## config.mk

```make
export PLATFORM = sky130hd
export DESIGN_NAME = a2_card_frontend
export DESIGN_NICKNAME = d
export VERILOG_FILES = /design/src/verilog/a2_pkg.sv /design/src/verilog/a2_card_frontend.sv /design/src/verilog/audio_mixer.sv /design/src/verilog/credit_fifo.sv /design/src/verilog/card_response_arbiter.sv /design/src/verilog/edge_sync.sv
export SDC_FILE = /design/constraint.sdc
export NUM_CORES = 1
export LEC_CHECK = 0
export BUFFER_PORTS_ARGS = -buffer_cell sky130_fd_sc_hd__buf_4
export CORE_ASPECT_RATIO = 2
export CORE_MARGIN = 4
export CORE_UTILIZATION = 50
export DETAILED_ROUTE_END_ITERATION = 7
export PLACE_DENSITY_LB_ADDON = 0.2
export SLEW_MARGIN = 0
export SYNTH_ARGS = -nofsm -noshare
export SYNTH_HDL_FRONTEND = slang
export SYNTH_HIERARCHICAL = 1
export SYNTH_SLANG_ARGS = --single-unit
```

## constraint.sdc

```tcl
create_clock -name clk_logic_w -period 3.4 [get_ports clk_logic_w]
set_input_delay 0.34 -clock clk_logic_w [delete_from_list [all_inputs] [get_ports clk_logic_w]]
set_output_delay 0.34 -clock clk_logic_w [all_outputs]
set_load 0.02 [all_outputs]
```

## src/verilog/a2_pkg.sv

```systemverilog
// Shared definitions for the Apple II card bus front end.
// Bus widths, card priority order, audio widths and mixing shifts,
// and the payload structs carried between pipeline stages.
// Modules pull these in with a wildcard import in their header.

`default_nettype none

package a2_pkg;

    // Apple bus
    localparam int BUS_DATA_W  = 8;
    localparam int NUM_CARDS   = 4;
    localparam int NUM_IRQ_SRC = 3;

    // Card positions, highest priority first
    typedef enum logic [1:0] {
        CARD_SSC    = 2'd0,
        CARD_SSP    = 2'd1,
        CARD_MB     = 2'd2,
        CARD_DISKII = 2'd3
    } card_idx_e;

    // One card's answer to a bus read
    typedef struct packed {
        logic                  rd_en;
        logic [BUS_DATA_W-1:0] data;
    } card_rsp_t;

    // Audio widths
    localparam int SSP_AUDIO_W = 16;
    localparam int MB_AUDIO_W  = 10;
    localparam int MIX_W       = 16;

    // Scaling of the smaller sources before summing
    localparam int MB_SHIFT      = 5;
    localparam int SPEAKER_SHIFT = 13;

    // Raw source tuple, 37 bits
    typedef struct packed {
        logic [SSP_AUDIO_W-1:0] ssp;
        logic [MB_AUDIO_W-1:0]  mb_l;
        logic [MB_AUDIO_W-1:0]  mb_r;
        logic                   speaker;
    } audio_src_t;

    // Mixed stereo output
    typedef struct packed {
        logic [MIX_W-1:0] left;
        logic [MIX_W-1:0] right;
    } stereo_sample_t;

    // Credit counters and FIFO fill counts, max 15
    localparam int CREDIT_W = 4;

endpackage

`default_nettype wire
```

## src/verilog/a2_card_frontend.sv

```systemverilog
// Apple II card bus front end, top level.
// Recovers phi0/phi1 and 14M timing from the Apple clock pins,
// arbitrates the card's data byte and IRQ onto the bus, and runs
// the audio sources through a credit FIFO into the stereo mixer.

`timescale 1ns/1ns
`default_nettype none

module a2_card_frontend
    import a2_pkg::*;
#(
    parameter bit BUS_DATA_OUT_ENABLE = 1'b1,
    parameter bit IRQ_OUT_ENABLE      = 1'b1,
    parameter int SRC_DEPTH           = 4,
    parameter int SINK_CREDITS        = 2
) (
    input  wire                                    clk_logic_w,
    input  wire                                    rst_n_i,

    // Apple clock pins
    input  wire                                    a2_phi1_i,
    input  wire                                    a2_7m_i,

    // Card responses and bus inputs
    input  wire  [NUM_CARDS-1:0]                   card_rd_en_i,
    input  wire  [NUM_CARDS-1:0][BUS_DATA_W-1:0]   card_data_i,
    input  wire  [BUS_DATA_W-1:0]                  bus_data_i,
    input  wire  [NUM_IRQ_SRC-1:0]                 irq_n_i,

    // Bus outputs
    output logic                                   data_out_en_o,
    output logic [BUS_DATA_W-1:0]                  data_out_o,
    output logic                                   irq_n_o,

    // Recovered timing
    output logic                                   phi0_o,
    output logic                                   phi1_posedge_o,
    output logic                                   phi1_negedge_o,
    output logic                                   clk_14m_posedge_o,

    // Audio sources, credited upstream
    input  wire                                    audio_valid_i,
    input  wire  [SSP_AUDIO_W-1:0]                 ssp_audio_i,
    input  wire  [MB_AUDIO_W-1:0]                  mb_audio_l_i,
    input  wire  [MB_AUDIO_W-1:0]                  mb_audio_r_i,
    input  wire                                    speaker_i,
    output logic                                   audio_credit_o,

    // Mixed samples, credited downstream
    output logic                                   sample_valid_o,
    output logic [MIX_W-1:0]                       sample_l_o,
    output logic [MIX_W-1:0]                       sample_r_o,
    input  wire                                    sample_credit_i
);

    logic clk_7m_posedge_w;
    logic clk_7m_negedge_w;

    card_rsp_t [NUM_CARDS-1:0] card_rsp_w;
    audio_src_t                src_in_w;
    audio_src_t                src_head_w;
    logic                      src_empty_w;
    logic                      src_pop_w;
    stereo_sample_t            sample_w;

    // phi0 is the inverse of phi1
    edge_sync u_phi1_sync (
        .clk_logic_w (clk_logic_w),
        .rst_n_i     (rst_n_i),
        .pin_i       (a2_phi1_i),
        .level_o     (),
        .level_n_o   (phi0_o),
        .posedge_o   (phi1_posedge_o),
        .negedge_o   (phi1_negedge_o)
    );

    edge_sync u_7m_sync (
        .clk_logic_w (clk_logic_w),
        .rst_n_i     (rst_n_i),
        .pin_i       (a2_7m_i),
        .level_o     (),
        .level_n_o   (),
        .posedge_o   (clk_7m_posedge_w),
        .negedge_o   (clk_7m_negedge_w)
    );

    // Both 7M edges make the 14M tick
    assign clk_14m_posedge_o = clk_7m_posedge_w | clk_7m_negedge_w;

    for (genvar i = 0; i < NUM_CARDS; i++) begin : g_card_rsp
        assign card_rsp_w[i].rd_en = card_rd_en_i[i];
        assign card_rsp_w[i].data  = card_data_i[i];
    end

    card_response_arbiter #(
        .BUS_DATA_OUT_ENABLE (BUS_DATA_OUT_ENABLE),
        .IRQ_OUT_ENABLE      (IRQ_OUT_ENABLE)
    ) u_arbiter (
        .clk_logic_w   (clk_logic_w),
        .rst_n_i       (rst_n_i),
        .card_rsp_i    (card_rsp_w),
        .bus_data_i    (bus_data_i),
        .irq_n_i       (irq_n_i),
        .data_out_en_o (data_out_en_o),
        .data_out_o    (data_out_o),
        .irq_n_o       (irq_n_o)
    );

    assign src_in_w.ssp     = ssp_audio_i;
    assign src_in_w.mb_l    = mb_audio_l_i;
    assign src_in_w.mb_r    = mb_audio_r_i;
    assign src_in_w.speaker = speaker_i;

    credit_fifo #(
        .item_t (audio_src_t),
        .DEPTH  (SRC_DEPTH)
    ) u_src_fifo (
        .clk_logic_w (clk_logic_w),
        .rst_n_i     (rst_n_i),
        .push_i      (audio_valid_i),
        .item_i      (src_in_w),
        .pop_i       (src_pop_w),
        .head_o      (src_head_w),
        .empty_o     (src_empty_w),
        .credit_o    (audio_credit_o)
    );

    audio_mixer #(
        .SINK_CREDITS (SINK_CREDITS)
    ) u_mixer (
        .clk_logic_w     (clk_logic_w),
        .rst_n_i         (rst_n_i),
        .head_i          (src_head_w),
        .empty_i         (src_empty_w),
        .pop_o           (src_pop_w),
        .sample_o        (sample_w),
        .sample_valid_o  (sample_valid_o),
        .sample_credit_i (sample_credit_i)
    );

    assign sample_l_o = sample_w.left;
    assign sample_r_o = sample_w.right;

endmodule

`default_nettype wire

```

## src/verilog/audio_mixer.sv

```systemverilog
// Stereo mixer between the source FIFO and the downstream sink.
// Pops a source tuple when one is waiting and a sink credit is held,
// sums sprite, Mockingboard and speaker with their shifts, and sends
// the registered sample. Credits come back as one-cycle pulses.

`timescale 1ns/1ns
`default_nettype none

module audio_mixer
    import a2_pkg::*;
#(
    parameter int SINK_CREDITS = 2
) (
    input  wire            clk_logic_w,
    input  wire            rst_n_i,
    input  audio_src_t     head_i,
    input  logic           empty_i,
    output logic           pop_o,
    output stereo_sample_t sample_o,
    output logic           sample_valid_o,
    input  logic           sample_credit_i
);

    logic [CREDIT_W-1:0] credit_cnt;
    logic [MIX_W-1:0]    common_sum;
    logic [MIX_W-1:0]    mb_l_term;
    logic [MIX_W-1:0]    mb_r_term;
    stereo_sample_t      mix;

    // Send only while the sink has room
    assign pop_o = !empty_i && (credit_cnt != '0);

    // Scale the narrow sources up, wrapping to the mix width
    assign mb_l_term  = MIX_W'(head_i.mb_l) << MB_SHIFT;
    assign mb_r_term  = MIX_W'(head_i.mb_r) << MB_SHIFT;
    assign common_sum = MIX_W'(head_i.ssp) + (MIX_W'(head_i.speaker) << SPEAKER_SHIFT);

    assign mix.left  = common_sum + mb_l_term;
    assign mix.right = common_sum + mb_r_term;

    always_ff @(posedge clk_logic_w or negedge rst_n_i) begin
        if (!rst_n_i) begin
            credit_cnt     <= CREDIT_W'(SINK_CREDITS);
            sample_valid_o <= 1'b0;
        end else begin
            sample_valid_o <= pop_o;
            // Spend and return can land in the same cycle
            case ({pop_o, sample_credit_i})
                2'b10:   credit_cnt <= credit_cnt - 1'b1;
                2'b01:   credit_cnt <= credit_cnt + 1'b1;
                default: credit_cnt <= credit_cnt;
            endcase
        end
    end

    always_ff @(posedge clk_logic_w) begin
        if (pop_o) begin
            sample_o <= mix;
        end
    end

endmodule

`default_nettype wire

```

## src/verilog/credit_fifo.sv

```systemverilog
// Small circular FIFO for any item type, with credit return.
// The sender starts with DEPTH credits and spends one per push.
// Each pop frees a slot and pulses credit_o in the following cycle.
// The head item is visible without a pop, so the reader looks first.

`timescale 1ns/1ns
`default_nettype none

module credit_fifo
    import a2_pkg::*;
#(
    parameter type item_t = logic [7:0],
    parameter int  DEPTH  = 4
) (
    input  wire   clk_logic_w,
    input  wire   rst_n_i,
    input  logic  push_i,
    input  item_t item_i,
    input  logic  pop_i,
    output item_t head_o,
    output logic  empty_o,
    output logic  credit_o
);

    localparam int PTR_W = (DEPTH > 1) ? $clog2(DEPTH) : 1;

    item_t               mem [DEPTH];
    logic [PTR_W-1:0]    wr_ptr;
    logic [PTR_W-1:0]    rd_ptr;
    logic [CREDIT_W-1:0] count_r;
    logic                pop_ok;

    assign empty_o = (count_r == '0);
    assign head_o  = mem[rd_ptr];
    assign pop_ok  = pop_i && !empty_o;

    // Storage, written on every push
    always_ff @(posedge clk_logic_w) begin
        if (push_i) begin
            mem[wr_ptr] <= item_i;
        end
    end

    always_ff @(posedge clk_logic_w or negedge rst_n_i) begin
        if (!rst_n_i) begin
            wr_ptr   <= '0;
            rd_ptr   <= '0;
            count_r  <= '0;
            credit_o <= 1'b0;
        end else begin
            if (push_i) begin
                wr_ptr <= (wr_ptr == PTR_W'(DEPTH - 1)) ? '0 : wr_ptr + 1'b1;
            end
            if (pop_ok) begin
                rd_ptr <= (rd_ptr == PTR_W'(DEPTH - 1)) ? '0 : rd_ptr + 1'b1;
            end
            // Fill count tracks push and pop in the same cycle
            case ({push_i, pop_ok})
                2'b10:   count_r <= count_r + 1'b1;
                2'b01:   count_r <= count_r - 1'b1;
                default: count_r <= count_r;
            endcase
            // One slot freed, one credit back to the sender
            credit_o <= pop_ok;
        end
    end

endmodule

`default_nettype wire

```

## src/verilog/card_response_arbiter.sv

```systemverilog
// Chooses the byte the card drives onto the Apple data bus.
// Fixed priority: serial, sprite, Mockingboard, then Disk II.
// Also merges the active-low card interrupts into one bus IRQ.
// Outputs are registered, one cycle after the inputs.

`timescale 1ns/1ns
`default_nettype none

module card_response_arbiter
    import a2_pkg::*;
#(
    parameter bit BUS_DATA_OUT_ENABLE = 1'b1,
    parameter bit IRQ_OUT_ENABLE      = 1'b1
) (
    input  wire                              clk_logic_w,
    input  wire                              rst_n_i,
    input  card_rsp_t [NUM_CARDS-1:0]        card_rsp_i,
    input  logic      [BUS_DATA_W-1:0]       bus_data_i,
    input  logic      [NUM_IRQ_SRC-1:0]      irq_n_i,
    output logic                             data_out_en_o,
    output logic      [BUS_DATA_W-1:0]       data_out_o,
    output logic                             irq_n_o
);

    card_idx_e             sel_idx;
    logic                  any_rd;
    logic [BUS_DATA_W-1:0] next_data;

    // Walk from lowest to highest priority so the highest one wins
    always_comb begin
        any_rd  = 1'b0;
        sel_idx = CARD_DISKII;
        for (int i = NUM_CARDS - 1; i >= 0; i--) begin
            if (card_rsp_i[i].rd_en) begin
                any_rd  = 1'b1;
                sel_idx = card_idx_e'(i);
            end
        end
    end

    // No reader means the bus byte passes through undriven
    assign next_data = any_rd ? card_rsp_i[sel_idx].data : bus_data_i;

    always_ff @(posedge clk_logic_w or negedge rst_n_i) begin
        if (!rst_n_i) begin
            data_out_en_o <= 1'b0;
            irq_n_o       <= 1'b1;
        end else begin
            data_out_en_o <= BUS_DATA_OUT_ENABLE ? any_rd : 1'b0;
            // Any card pulling low asserts the bus IRQ
            irq_n_o       <= IRQ_OUT_ENABLE ? &irq_n_i : 1'b1;
        end
    end

    always_ff @(posedge clk_logic_w) begin
        data_out_o <= next_data;
    end

endmodule

`default_nettype wire

```

## src/verilog/edge_sync.sv

```systemverilog
// Brings one asynchronous Apple clock pin into the logic clock domain.
// Gives the synchronized level, its inverse, and one-cycle pulses
// on rising and falling edges, two cycles after the pin is sampled.

`timescale 1ns/1ns
`default_nettype none

module edge_sync (
    input  wire  clk_logic_w,
    input  wire  rst_n_i,
    input  logic pin_i,
    output logic level_o,
    output logic level_n_o,
    output logic posedge_o,
    output logic negedge_o
);

    logic meta_r;
    logic sync_r;
    logic hist_r;

    always_ff @(posedge clk_logic_w or negedge rst_n_i) begin
        if (!rst_n_i) begin
            meta_r    <= 1'b0;
            sync_r    <= 1'b0;
            hist_r    <= 1'b0;
            posedge_o <= 1'b0;
            negedge_o <= 1'b0;
        end else begin
            meta_r    <= pin_i;
            sync_r    <= meta_r;
            hist_r    <= sync_r;
            // Edge seen when the synced value differs from history
            posedge_o <= sync_r & ~hist_r;
            negedge_o <= ~sync_r & hist_r;
        end
    end

    // History flop doubles as the level, aligned with the pulses
    assign level_o   = hist_r;
    assign level_n_o = ~hist_r;

endmodule

`default_nettype wire

```

==> summary.md, run 1 <==
| Metric | Value |
|---|---|
| Least-Margin Pin Slew | `1100 ps` |
| Crit end category | `flop` |
| Mapped Area | `8800 um2` |
| Die Y-Extent | `196 um` |
| Peak VDD IR | `526 uV` |
| Worst Skew | `9.70 ps` |
| # Post-CTS Setup Buffers | `0` |
| Via count | `4,723` |
| Hold Path Origin | `mb_audio_r_i[3]` |
| TritonCTS clock tree | `built` |
| Slowest cell on crit path | `dfrtp_2` |
| Via/cell ratio | `5.54` |
| CP max FO | `10` |
| Number of global-route vias before repair | `5,162` |
| CP cell instances | `mux4_2, ha_1, ha_1, a21oi_1, nand2_1, or3_1, o221a_1, xor2_1` |
| Synth warnings | `6` |
| Root buf cell | `clkbuf_16` |
| Status | `finished clean` |
| Port Buffers | `137` |
| Clock Path Buffers | `3` |
| Total track usage | `18.2%` |
| Antenna violations before repair | `1` |
| P_int | `7.06 mW` |
| Largest stage delay, worst path | `590 ps` |
| Final WL | `17.4 mm` |
| Area of the multi-input gates | `2520 um2` |
| Dpl hpwl | `12.5 mm` |
| ANT nets after route | `0` |
| Slew margin rel. | `26.7%` |
| I/O pin count | `138` |
| Wire per inst | `20.4 um` |
| Seq pwr share | `36.8%` |
| Leakage Power | `4.00 nW` |
| Reg clk slew, reported paths | `70 ps` |
| Fillcell total | `1,273` |
| FF-to-FF End | `u_mixer/sample_o[15]` |
| Core area | `17,300 um2` |
| Clk Latency, worst-skew pair | `470 ps` |
| Clk pwr share | `17.8%` |
| Sw Share | `34.2%` |
| Global-route wire length before repair | `27.5 mm` |
| Worst R2R Start | `u_src_fifo/rd_ptr[0]` |
| DRC | `0` |
| Mapped Cells | `483` |
| Starting Density | `51.0%` |
| Nets | `757` |
| Crit path time final | `3050 ps` |
| Fin. Hold Viols | `0` |
| Required @ worst endpoint | `3610 ps` |
| Power, Total | `10.7 mW` |
| Hold EP | `u_src_fifo/mem[1][4]` |
| Avg Cell Area, Syn | `18.2 um2` |
| Crit path kind | `flop to flop` |
| Register area | `6070 um2` |
| Worst hold stages | `1` |
| Final Setup Violations | `0` |
| Period Utilization, post-route | `89.7%` |
| Worst min-delay path category | `input port to flop` |
| Reg2reg path depth | `8` |
| RSZ-0062 raised after global routing | `false` |
| Post-CTS sizing | `0` |
| CTS buffer count | `18` |
| Logic gate share of total power | `45.4%` |
| Max Cap Viol | `0` |
| Total power density per cell area | `1010 nW/um2` |
| CP delay by family, top | `adder cells` |
| Setup tns final | `0 ps` |
| CTS sink count | `209` |
| Critical Path Start Type | `flop` |
| R2r setup slk | `350 ps` |
| Htree depth | `1` |
| Most used cell, CP | `ha_1` |
| Syn_nets | `610` |
| Total grt overflow | `0` |
| Max Freq | `328 MHz` |
| Syn-to-layout area delta | `20.6%` |
| Iter 0 DRT Violations | `160` |
| Die footprint | `19,900 um2` |
| Layout cells sized above 1 | `37.4%` |
| FP Rows | `68` |
| Worst EP arrival | `3260 ps` |
| Placer Congestion | `0.770` |
| Overall die width | `102 um` |
| Largest net degree at the start of global routing | `38` |
| Worst Path Buf+Inv | `0` |
| Switching power | `3.66 mW` |
| CP Depth | `8` |
| Drt pass-1 iters | `5` |
| Setup crit start | `u_src_fifo/rd_ptr[0]` |
| Slew Viols, Final | `0` |
## flip-flops by register name, indices dropped and copies added, names as in the netlist, 2 cells and up
signal,flops
u_src_fifo/wr_ptr,2
u_arbiter/data_out_o,8
u_src_fifo/rd_ptr,2
u_src_fifo/mem,148
u_mixer/credit_cnt,4
u_mixer/sample_o,27
u_src_fifo/count_r,4
## metrics by stage
| step | setup slack [ps] | util (%) | area (um2) | cells | hold WS [ps] |
|---|---|---|---|---|---|
| detailed placement | 310 | 58.0 | 10000 | 817 | 272 |
| global placement | 352 | 58.0 | 10000 | 817 | 271 |
| CTS | 306 | 61.4 | 10600 | 852 | 50.4 |
| finish | 351 | 61.4 | 10600 | 853 | 64.0 |
| global route | 201 | 61.4 | 10600 | 853 | 48.6 |
| floorplan | 231 | - | 8800 | 483 | 44.4 |
## metal layers
layer / GRT usage, % / vias to the layer above / share of wire (%) / routed length (um)
met3: 3.18 / 29 / 5.8 / 1010
met4: 6.57 / 0 / 2.6 / 459
met2: 35.2 / 161 / 59 / 10200
met1: 18.8 / 2349 / 33 / 5710
met5: 0 / - / 0 / 0
li1: - / 2184 / - / -
## worst max path at each step
stage	slack (ps)	to
after detailed placement	310	u_mixer/sample_o[15]
after CTS	310	u_mixer/sample_o[15]
after floorplan	230	u_src_fifo/count_r[3]
final	350	u_mixer/sample_o[15]
after global routing	200	u_mixer/sample_o[15]
after global placement	350	u_mixer/sample_o[15]
## layout make-up
class | instances | share of cell area, %
diodes | 1 | 0.0236
well taps | 210 | 2.48
flip-flops and latches | 209 | 57.2
clock inverters | 2 | 0.0943
multi-input cells | 235 | 23.7
inverters | 20 | 0.707
repair buffers | 146 | 10.6
clock buffers | 30 | 5.15
## power groups by stage
stage | clock network [mW] | logic [mW] | registers (mW)
after CTS | 1.97 | 4.94 | 3.96
final | 1.91 | 4.86 | 3.94
after floorplan | 0 | 3.39 | 4.15
after global routing | 2.09 | 5.33 | 4.00
after detailed placement | 0 | 4.92 | 4.01
after global placement | 0 | 4.81 | 3.98
## cell usage in the layout (no fill, tap or decap), types with 10 or more instances in the layout
master       n
edfxtp_1   175
buf_4      141
mux4_2      37
ha_1        33
dfrtp_1     23
inv_1       20
clkbuf_16   19
xnor2_1     19
nor2_1      16
mux2_2      12
a21oi_1     11
nand2_1     10
## what timing repair did
action	4_1_cts	5_1_grt
endpoints found under the setup margin	0	0
endpoints found under the hold margin	26	0
hold buffers	3	0
Note: power is estimated with default switching activity, not from simulation.
==> run 2: changes to the inputs <==
--- a/config.mk
+++ b/config.mk
@@ -8,7 +8,7 @@
 export BUFFER_PORTS_ARGS = -buffer_cell sky130_fd_sc_hd__buf_4
 export CORE_ASPECT_RATIO = 2
 export CORE_MARGIN = 4
-export CORE_UTILIZATION = 50
+export CORE_UTILIZATION = 45
 export DETAILED_ROUTE_END_ITERATION = 7
 export PLACE_DENSITY_LB_ADDON = 0.2
 export SLEW_MARGIN = 0
==> run 2 against run 1 <==
Effect of this change:
- power is 2.0% higher
- clock skew grew 0.97 ps
- critical path depth is 2 higher
- die area increased by 10%
- critical path type unchanged
- largest power group unchanged
==> summary.md, run 2 (synthesis results as in run 1) <==
| Metric | Value |
|---|---|
| Reg clk slew, reported paths | `60 ps` |
| Htree depth | `1` |
| Overall die width | `107 um` |
| Switching power | `3.73 mW` |
| Root buf cell | `clkbuf_16` |
| Non-filler cells, final | `902` |
| Starting Density | `45.7%` |
| Largest register by flop count | `u_src_fifo/mem` |
| Total grt overflow | `0` |
| Dpl hpwl | `12.5 mm` |
| Slew Viols, Final | `0` |
| Power, Total | `10.9 mW` |
| Core area | `19,300 um2` |
| Slew margin rel. | `27.3%` |
| Place WS | `275 ps` |
| Placer Congestion | `0.828` |
| Largest stage delay, worst path | `600 ps` |
| Crit path kind | `flop to flop` |
| Final WL | `17.4 mm` |
| Number of global-route vias before repair | `5,326` |
| Commonest non-fill, non-tap cell in the layout | `edfxtp_1` |
| Status | `finished clean` |
| Syn-to-layout area delta | `21.8%` |
| Required @ worst endpoint | `3620 ps` |
| Nets | `758` |
| Global-route wire length before repair | `27.6 mm` |
| Setup tns final | `0 ps` |
| Setup ws final | `335 ps` |
| Clk pwr share | `19.4%` |
| CTS sink count | `209` |
| Max reg flops | `148` |
| Hold_ws | `58.8 ps` |
| Drt pass-1 iters | `4` |
| ANT nets after route | `0` |
| Placed Area | `10,100 um2` |
| Seq pwr share | `35.9%` |
| Port Buffers | `137` |
| Antenna violations before repair | `0` |
| Die Y-Extent | `206 um` |
| Largest regs | `u_src_fifo/mem: 148 flops, u_mixer/sample_o: 27 flops, u_arbiter/data_out_o: 8 flops` |
| Die footprint | `22,000 um2` |
| # Post-CTS Setup Buffers | `0` |
| DRC | `0` |
| Final core occ | `55.6%` |
| Leakage Power | `4.01 nW` |
| FP Rows | `72` |
| Post-route cell area | `10,700 um2` |
| Via count | `4,735` |
| I/O pin count | `138` |
| Final Setup Violations | `0` |
| Via/cell ratio | `5.25` |
| Clock Path Buffers | `3` |
| P_int | `7.20 mW` |
| CP cell instances | `buf_12, mux4_2, ha_1, inv_1, fa_1, nor2b_1, o21a_1, a31o_1, o221a_1, xor2_1` |
| Hold EP | `u_src_fifo/mem[2][24]` |
| Worst R2R Start | `u_src_fifo/rd_ptr[0]` |
| Max Freq | `326 MHz` |
| FF-to-FF End | `u_mixer/sample_o[15]` |
| Worst min-delay path category | `input port to flop` |
| Most frequent cells in the layout | `175 x edfxtp_1, 142 x buf_4, 37 x mux4_2, 33 x ha_1, 23 x dfrtp_1` |
| Wire per inst | `19.3 um` |
| Slowest cell on crit path | `dfrtp_2` |
| Post-CTS sizing | `0` |
| RSZ-0062 raised after global routing | `false` |
| Period Utilization, post-route | `90.2%` |
| Max Cap Viol | `0` |
| Sw Share | `34.1%` |
| CTS buffer count | `19` |
| Worst hold stages | `1` |
| Least-Margin Pin Slew | `1090 ps` |
| R2r setup slk | `330 ps` |
| Reg2reg path depth | `10` |
| Worst Skew | `10.7 ps` |
| CP max FO | `23` |
| Largest net degree at the start of global routing | `38` |
| TritonCTS clock tree | `built` |
| Crit path time final | `3070 ps` |
| Placed insts | `866` |
| Peak VDD IR | `564 uV` |
| Total track usage | `16.3%` |
| Layout cells sized above 1 | `37.5%` |
| Total power density per cell area | `1020 nW/um2` |
| Crit end category | `flop` |
| Clk Latency, worst-skew pair | `480 ps` |
| Iter 0 DRT Violations | `183` |
| Logic gate share of total power | `44.7%` |
| Critical Path Start Type | `flop` |
| N_diodes | `0` |
| Hold Path Origin | `ssp_audio_i[3]` |
| Worst EP arrival | `3290 ps` |
| Fin. Hold Viols | `0` |
[run 2: timing repair]
item / CTS / global route
endpoints found under the setup margin: 0 / 0
hold buffers: 3 / 0
hold endpoints to repair: 26 / 0
[run 2: worst max-delay path: cells and delay by family, from the launching register on]
family | cells | cell delay, ps
adder cells (fa/ha/maj) | 2 | 430
AO/OA/AOI/OAI | 3 | 700
XOR/XNOR | 1 | 140
AND/OR/NAND/NOR | 1 | 50
flip-flops | 1 | 600
buffers and inverters | 2 | 330
multiplexers | 1 | 530
[run 2: worst max path at each step]
stage / endpoint / startpoint / slack (ps)
after floorplan: u_src_fifo/count_r[3] / u_mixer/credit_cnt[1] / 230
after global placement: u_mixer/sample_o[15] / u_src_fifo/rd_ptr[0] / 310
after detailed placement: u_mixer/sample_o[15] / u_src_fifo/rd_ptr[0] / 280
after CTS: u_mixer/sample_o[15] / u_src_fifo/rd_ptr[0] / 270
after global routing: u_mixer/sample_o[15] / u_src_fifo/rd_ptr[0] / 130
final: u_mixer/sample_o[15] / u_src_fifo/rd_ptr[0] / 330
[run 2: layout make-up]
cell class                      instances  area (um2)
Tap cell                              259         324
Clock buffer                           24         494
Fill cell                            1565        8560
Timing Repair Buffer                  146        1120
Inverter                               20        75.1
Multi-Input combinational cell        235        2520
Sequential cell                       209        6070
Clock inverter                          9         123
[run 2: routing by layer]
metal | share of wire [%] | vias up | GRT usage [%]
met5 | 0 | - | 0
met4 | 2.8 | 0 | 5.21
met3 | 4.8 | 33 | 2.70
met2 | 59 | 141 | 32.8
met1 | 33 | 2377 | 16.6
li1 | - | 2184 | -
[run 2: power by group through the flow]
stage / Combinational, mW / Clock [mW] / Sequential, mW
floorplan: 3.39 / 0 / 4.15
CTS: 4.98 / 2.20 / 3.94
global route: 5.39 / 2.30 / 3.98
detailed placement: 4.95 / 0 / 3.99
global placement: 4.78 / 0 / 3.96
finish: 4.88 / 2.13 / 3.92
==> run 3: changes to the inputs <==
--- a/config.mk
+++ b/config.mk
@@ -6,10 +6,13 @@
 export NUM_CORES = 1
 export LEC_CHECK = 0
 export BUFFER_PORTS_ARGS = -buffer_cell sky130_fd_sc_hd__buf_4
-export CORE_ASPECT_RATIO = 2
+export CELL_PAD_IN_SITES_DETAIL_PLACEMENT = 1
+export CELL_PAD_IN_SITES_GLOBAL_PLACEMENT = 1
+export CORE_ASPECT_RATIO = 1.4
 export CORE_MARGIN = 4
 export CORE_UTILIZATION = 45
 export DETAILED_ROUTE_END_ITERATION = 7
+export HOLD_SLACK_MARGIN = 0.06
 export PLACE_DENSITY_LB_ADDON = 0.2
 export SLEW_MARGIN = 0
 export SYNTH_ARGS = -nofsm -noshare
==> run 3 against run 2 <==
Effect of this change:
- first-iteration DRC count is 43% higher
- power is 4.1% higher
- largest cell class unchanged
- worst hold slack better by 20 ps
- non-clock buffer count is 33 higher
- sequential cell count stayed put
==> summary.md, run 3 (synthesis results as in run 1) <==
| Metric | Value |
|---|---|
| Critical Path Start Type | `flop` |
| Fin. Hold Viols | `0` |
| Worst Skew | `6.16 ps` |
| Nets | `793` |
| Largest regs | `u_src_fifo/mem: 148 flops, u_mixer/sample_o: 27 flops, u_arbiter/data_out_o: 8 flops` |
| Root buf cell | `clkbuf_16` |
| Power, Total | `11.4 mW` |
| DRC | `0` |
| Slew Viols, Final | `0` |
| Core area | `19,200 um2` |
| Leakage Power | `4.20 nW` |
| Drt pass-1 iters | `4` |
| Clock Path Buffers | `3` |
| Via count | `4,945` |
| Status | `finished clean` |
| Fillcell total | `1,790` |
| Htree depth | `1` |
| Crit end category | `flop` |
| Starting Density | `45.8%` |
| Total grt overflow | `0` |
| Switching power | `3.92 mW` |
| Required @ worst endpoint | `3610 ps` |
| Worst Path Buf+Inv | `2` |
| Via/cell ratio | `5.33` |
| Final WL | `19.5 mm` |
| Period Utilization, post-route | `93.7%` |
| Layout cells sized above 1 | `35.9%` |
| CTS sink count | `209` |
| Die Y-Extent | `173 um` |
| Max reg flops | `148` |
| Place WS | `256 ps` |
| Final Setup Violations | `0` |
| Largest net degree at the start of global routing | `38` |
| CTS buffer count | `21` |
| Max Cap Viol | `0` |
| Peak VDD IR | `454 uV` |
| CP cell instances | `buf_12, mux4_2, ha_1, inv_1, fa_1, nor2b_1, o21a_1, a31o_1, o221a_1, xor2_1` |
| Seq pwr share | `34.8%` |
| Antenna violations before repair | `0` |
| CP max FO | `18` |
| Reg clk slew, reported paths | `60 ps` |
| Final core occ | `57.9%` |
| Setup ws final | `215 ps` |
| Commonest non-fill, non-tap cell in the layout | `edfxtp_1` |
| Port Buffers | `137` |
| Total power density per cell area | `1020 nW/um2` |
| Clk Latency, worst-skew pair | `480 ps` |
| FP Rows | `60` |
| I/O pin count | `138` |
| N_diodes | `0` |
| Most frequent cells in the layout | `175 x edfxtp_1, 141 x buf_4, 37 x dlygate4sd3_1, 37 x mux4_2, 33 x ha_1` |
| Post-CTS sizing | `0` |
| Sw Share | `34.5%` |
| Area of the multi-input gates | `2520 um2` |
| Register area | `6070 um2` |
| Max Freq | `314 MHz` |
| Clk pwr share | `20.9%` |
| Wire per inst | `21.1 um` |
| Number of global-route vias before repair | `5,820` |
| Placer Congestion | `0.776` |
| RSZ-0062 raised after global routing | `false` |
| Slew margin rel. | `26.6%` |
| Placed insts | `854` |
| TritonCTS clock tree | `built` |
| Iter 0 DRT Violations | `261` |
| CP delay by family, top | `compound AO/OA/AOI/OAI gates` |
| P_int | `7.46 mW` |
| Syn-to-layout area delta | `26.5%` |
| Die footprint | `21,900 um2` |
| Worst min-delay path category | `input port to flop` |
| Setup tns final | `0 ps` |
| Total track usage | `17.9%` |
| Global-route wire length before repair | `30.9 mm` |
| Crit path kind | `flop to flop` |
| Slowest cell on crit path | `dfrtp_2` |
| Largest register by flop count | `u_src_fifo/mem` |
| Worst EP arrival | `3400 ps` |
| Overall die width | `126 um` |
| Logic gate share of total power | `44.3%` |
| Dpl hpwl | `13.2 mm` |
| ANT nets after route | `0` |
| Least-Margin Pin Slew | `1100 ps` |
| Crit path time final | `3190 ps` |
| Largest stage delay, worst path | `620 ps` |
| Non-filler cells, final | `928` |
## run 3: metrics by stage
| step | cell area (um2) | hold WS (ps) |
|---|---|---|
| 2_1_floorplan | 8800 | 44.4 |
| 3_3_place_gp | 10000 | 271 |
| 3_5_place_dp | 10000 | 276 |
| 4_1_cts | 11100 | 61.6 |
| 5_1_grt | 11100 | 60.8 |
| 6_report | 11100 | 78.7 |
## run 3: layout make-up
type / instances / area share [%]
Clock buffer: 30 / 5.20
Multi-Input combinational cell: 235 / 22.6
Sequential cell: 209 / 54.5
Clock inverter: 7 / 1.20
Inverter: 20 / 0.674
Timing Repair Buffer: 179 / 13.0
Tap cell: 248 / 2.79
## run 3: worst paths after layout
check,start,end,slack (ps),cells after the start
min in group asynchronous,rst_n_i,u_mixer/credit_cnt[0],300,2
setup / recovery,u_src_fifo/rd_ptr[0],u_mixer/sample_o[15],210,10
max in group asynchronous,rst_n_i,u_arbiter/irq_n_o,2790,2
hold / removal,mb_audio_r_i[2],u_src_fifo/mem[0][3],80,1
setup reg to reg,u_src_fifo/rd_ptr[0],u_mixer/sample_o[15],210,10
hold reg to reg,u_phi1_sync/meta_r,u_phi1_sync/sync_r,350,0
## run 3: what timing repair did
| item | in CTS | in global routing |
|---|---|---|
| setup buffers | 0 | 0 |
| endpoints found under the hold margin | 149 | 7 |
| hold buffers | 35 | 2 |
## run 3: metal layers
layer | share of wire (%) | track usage (%) | wire (um) | vias to the layer above
met1 | 36 | 19.5 | 7090 | 2500
li1 | - | - | - | 2255
met5 | 0 | 0 | 0 | -
met4 | 2.5 | 5.19 | 492 | 0
met3 | 5.2 | 3.61 | 1010 | 37
met2 | 56 | 34.7 | 10900 | 153
## run 3: power by group through the flow
stage	registers [mW]	logic, mW	clock network, mW
finish	3.96	5.04	2.38
global route	4.02	5.50	2.55
CTS	3.97	5.10	2.44
detailed placement	4.01	4.99	0
global placement	3.98	4.75	0
floorplan	4.15	3.39	0
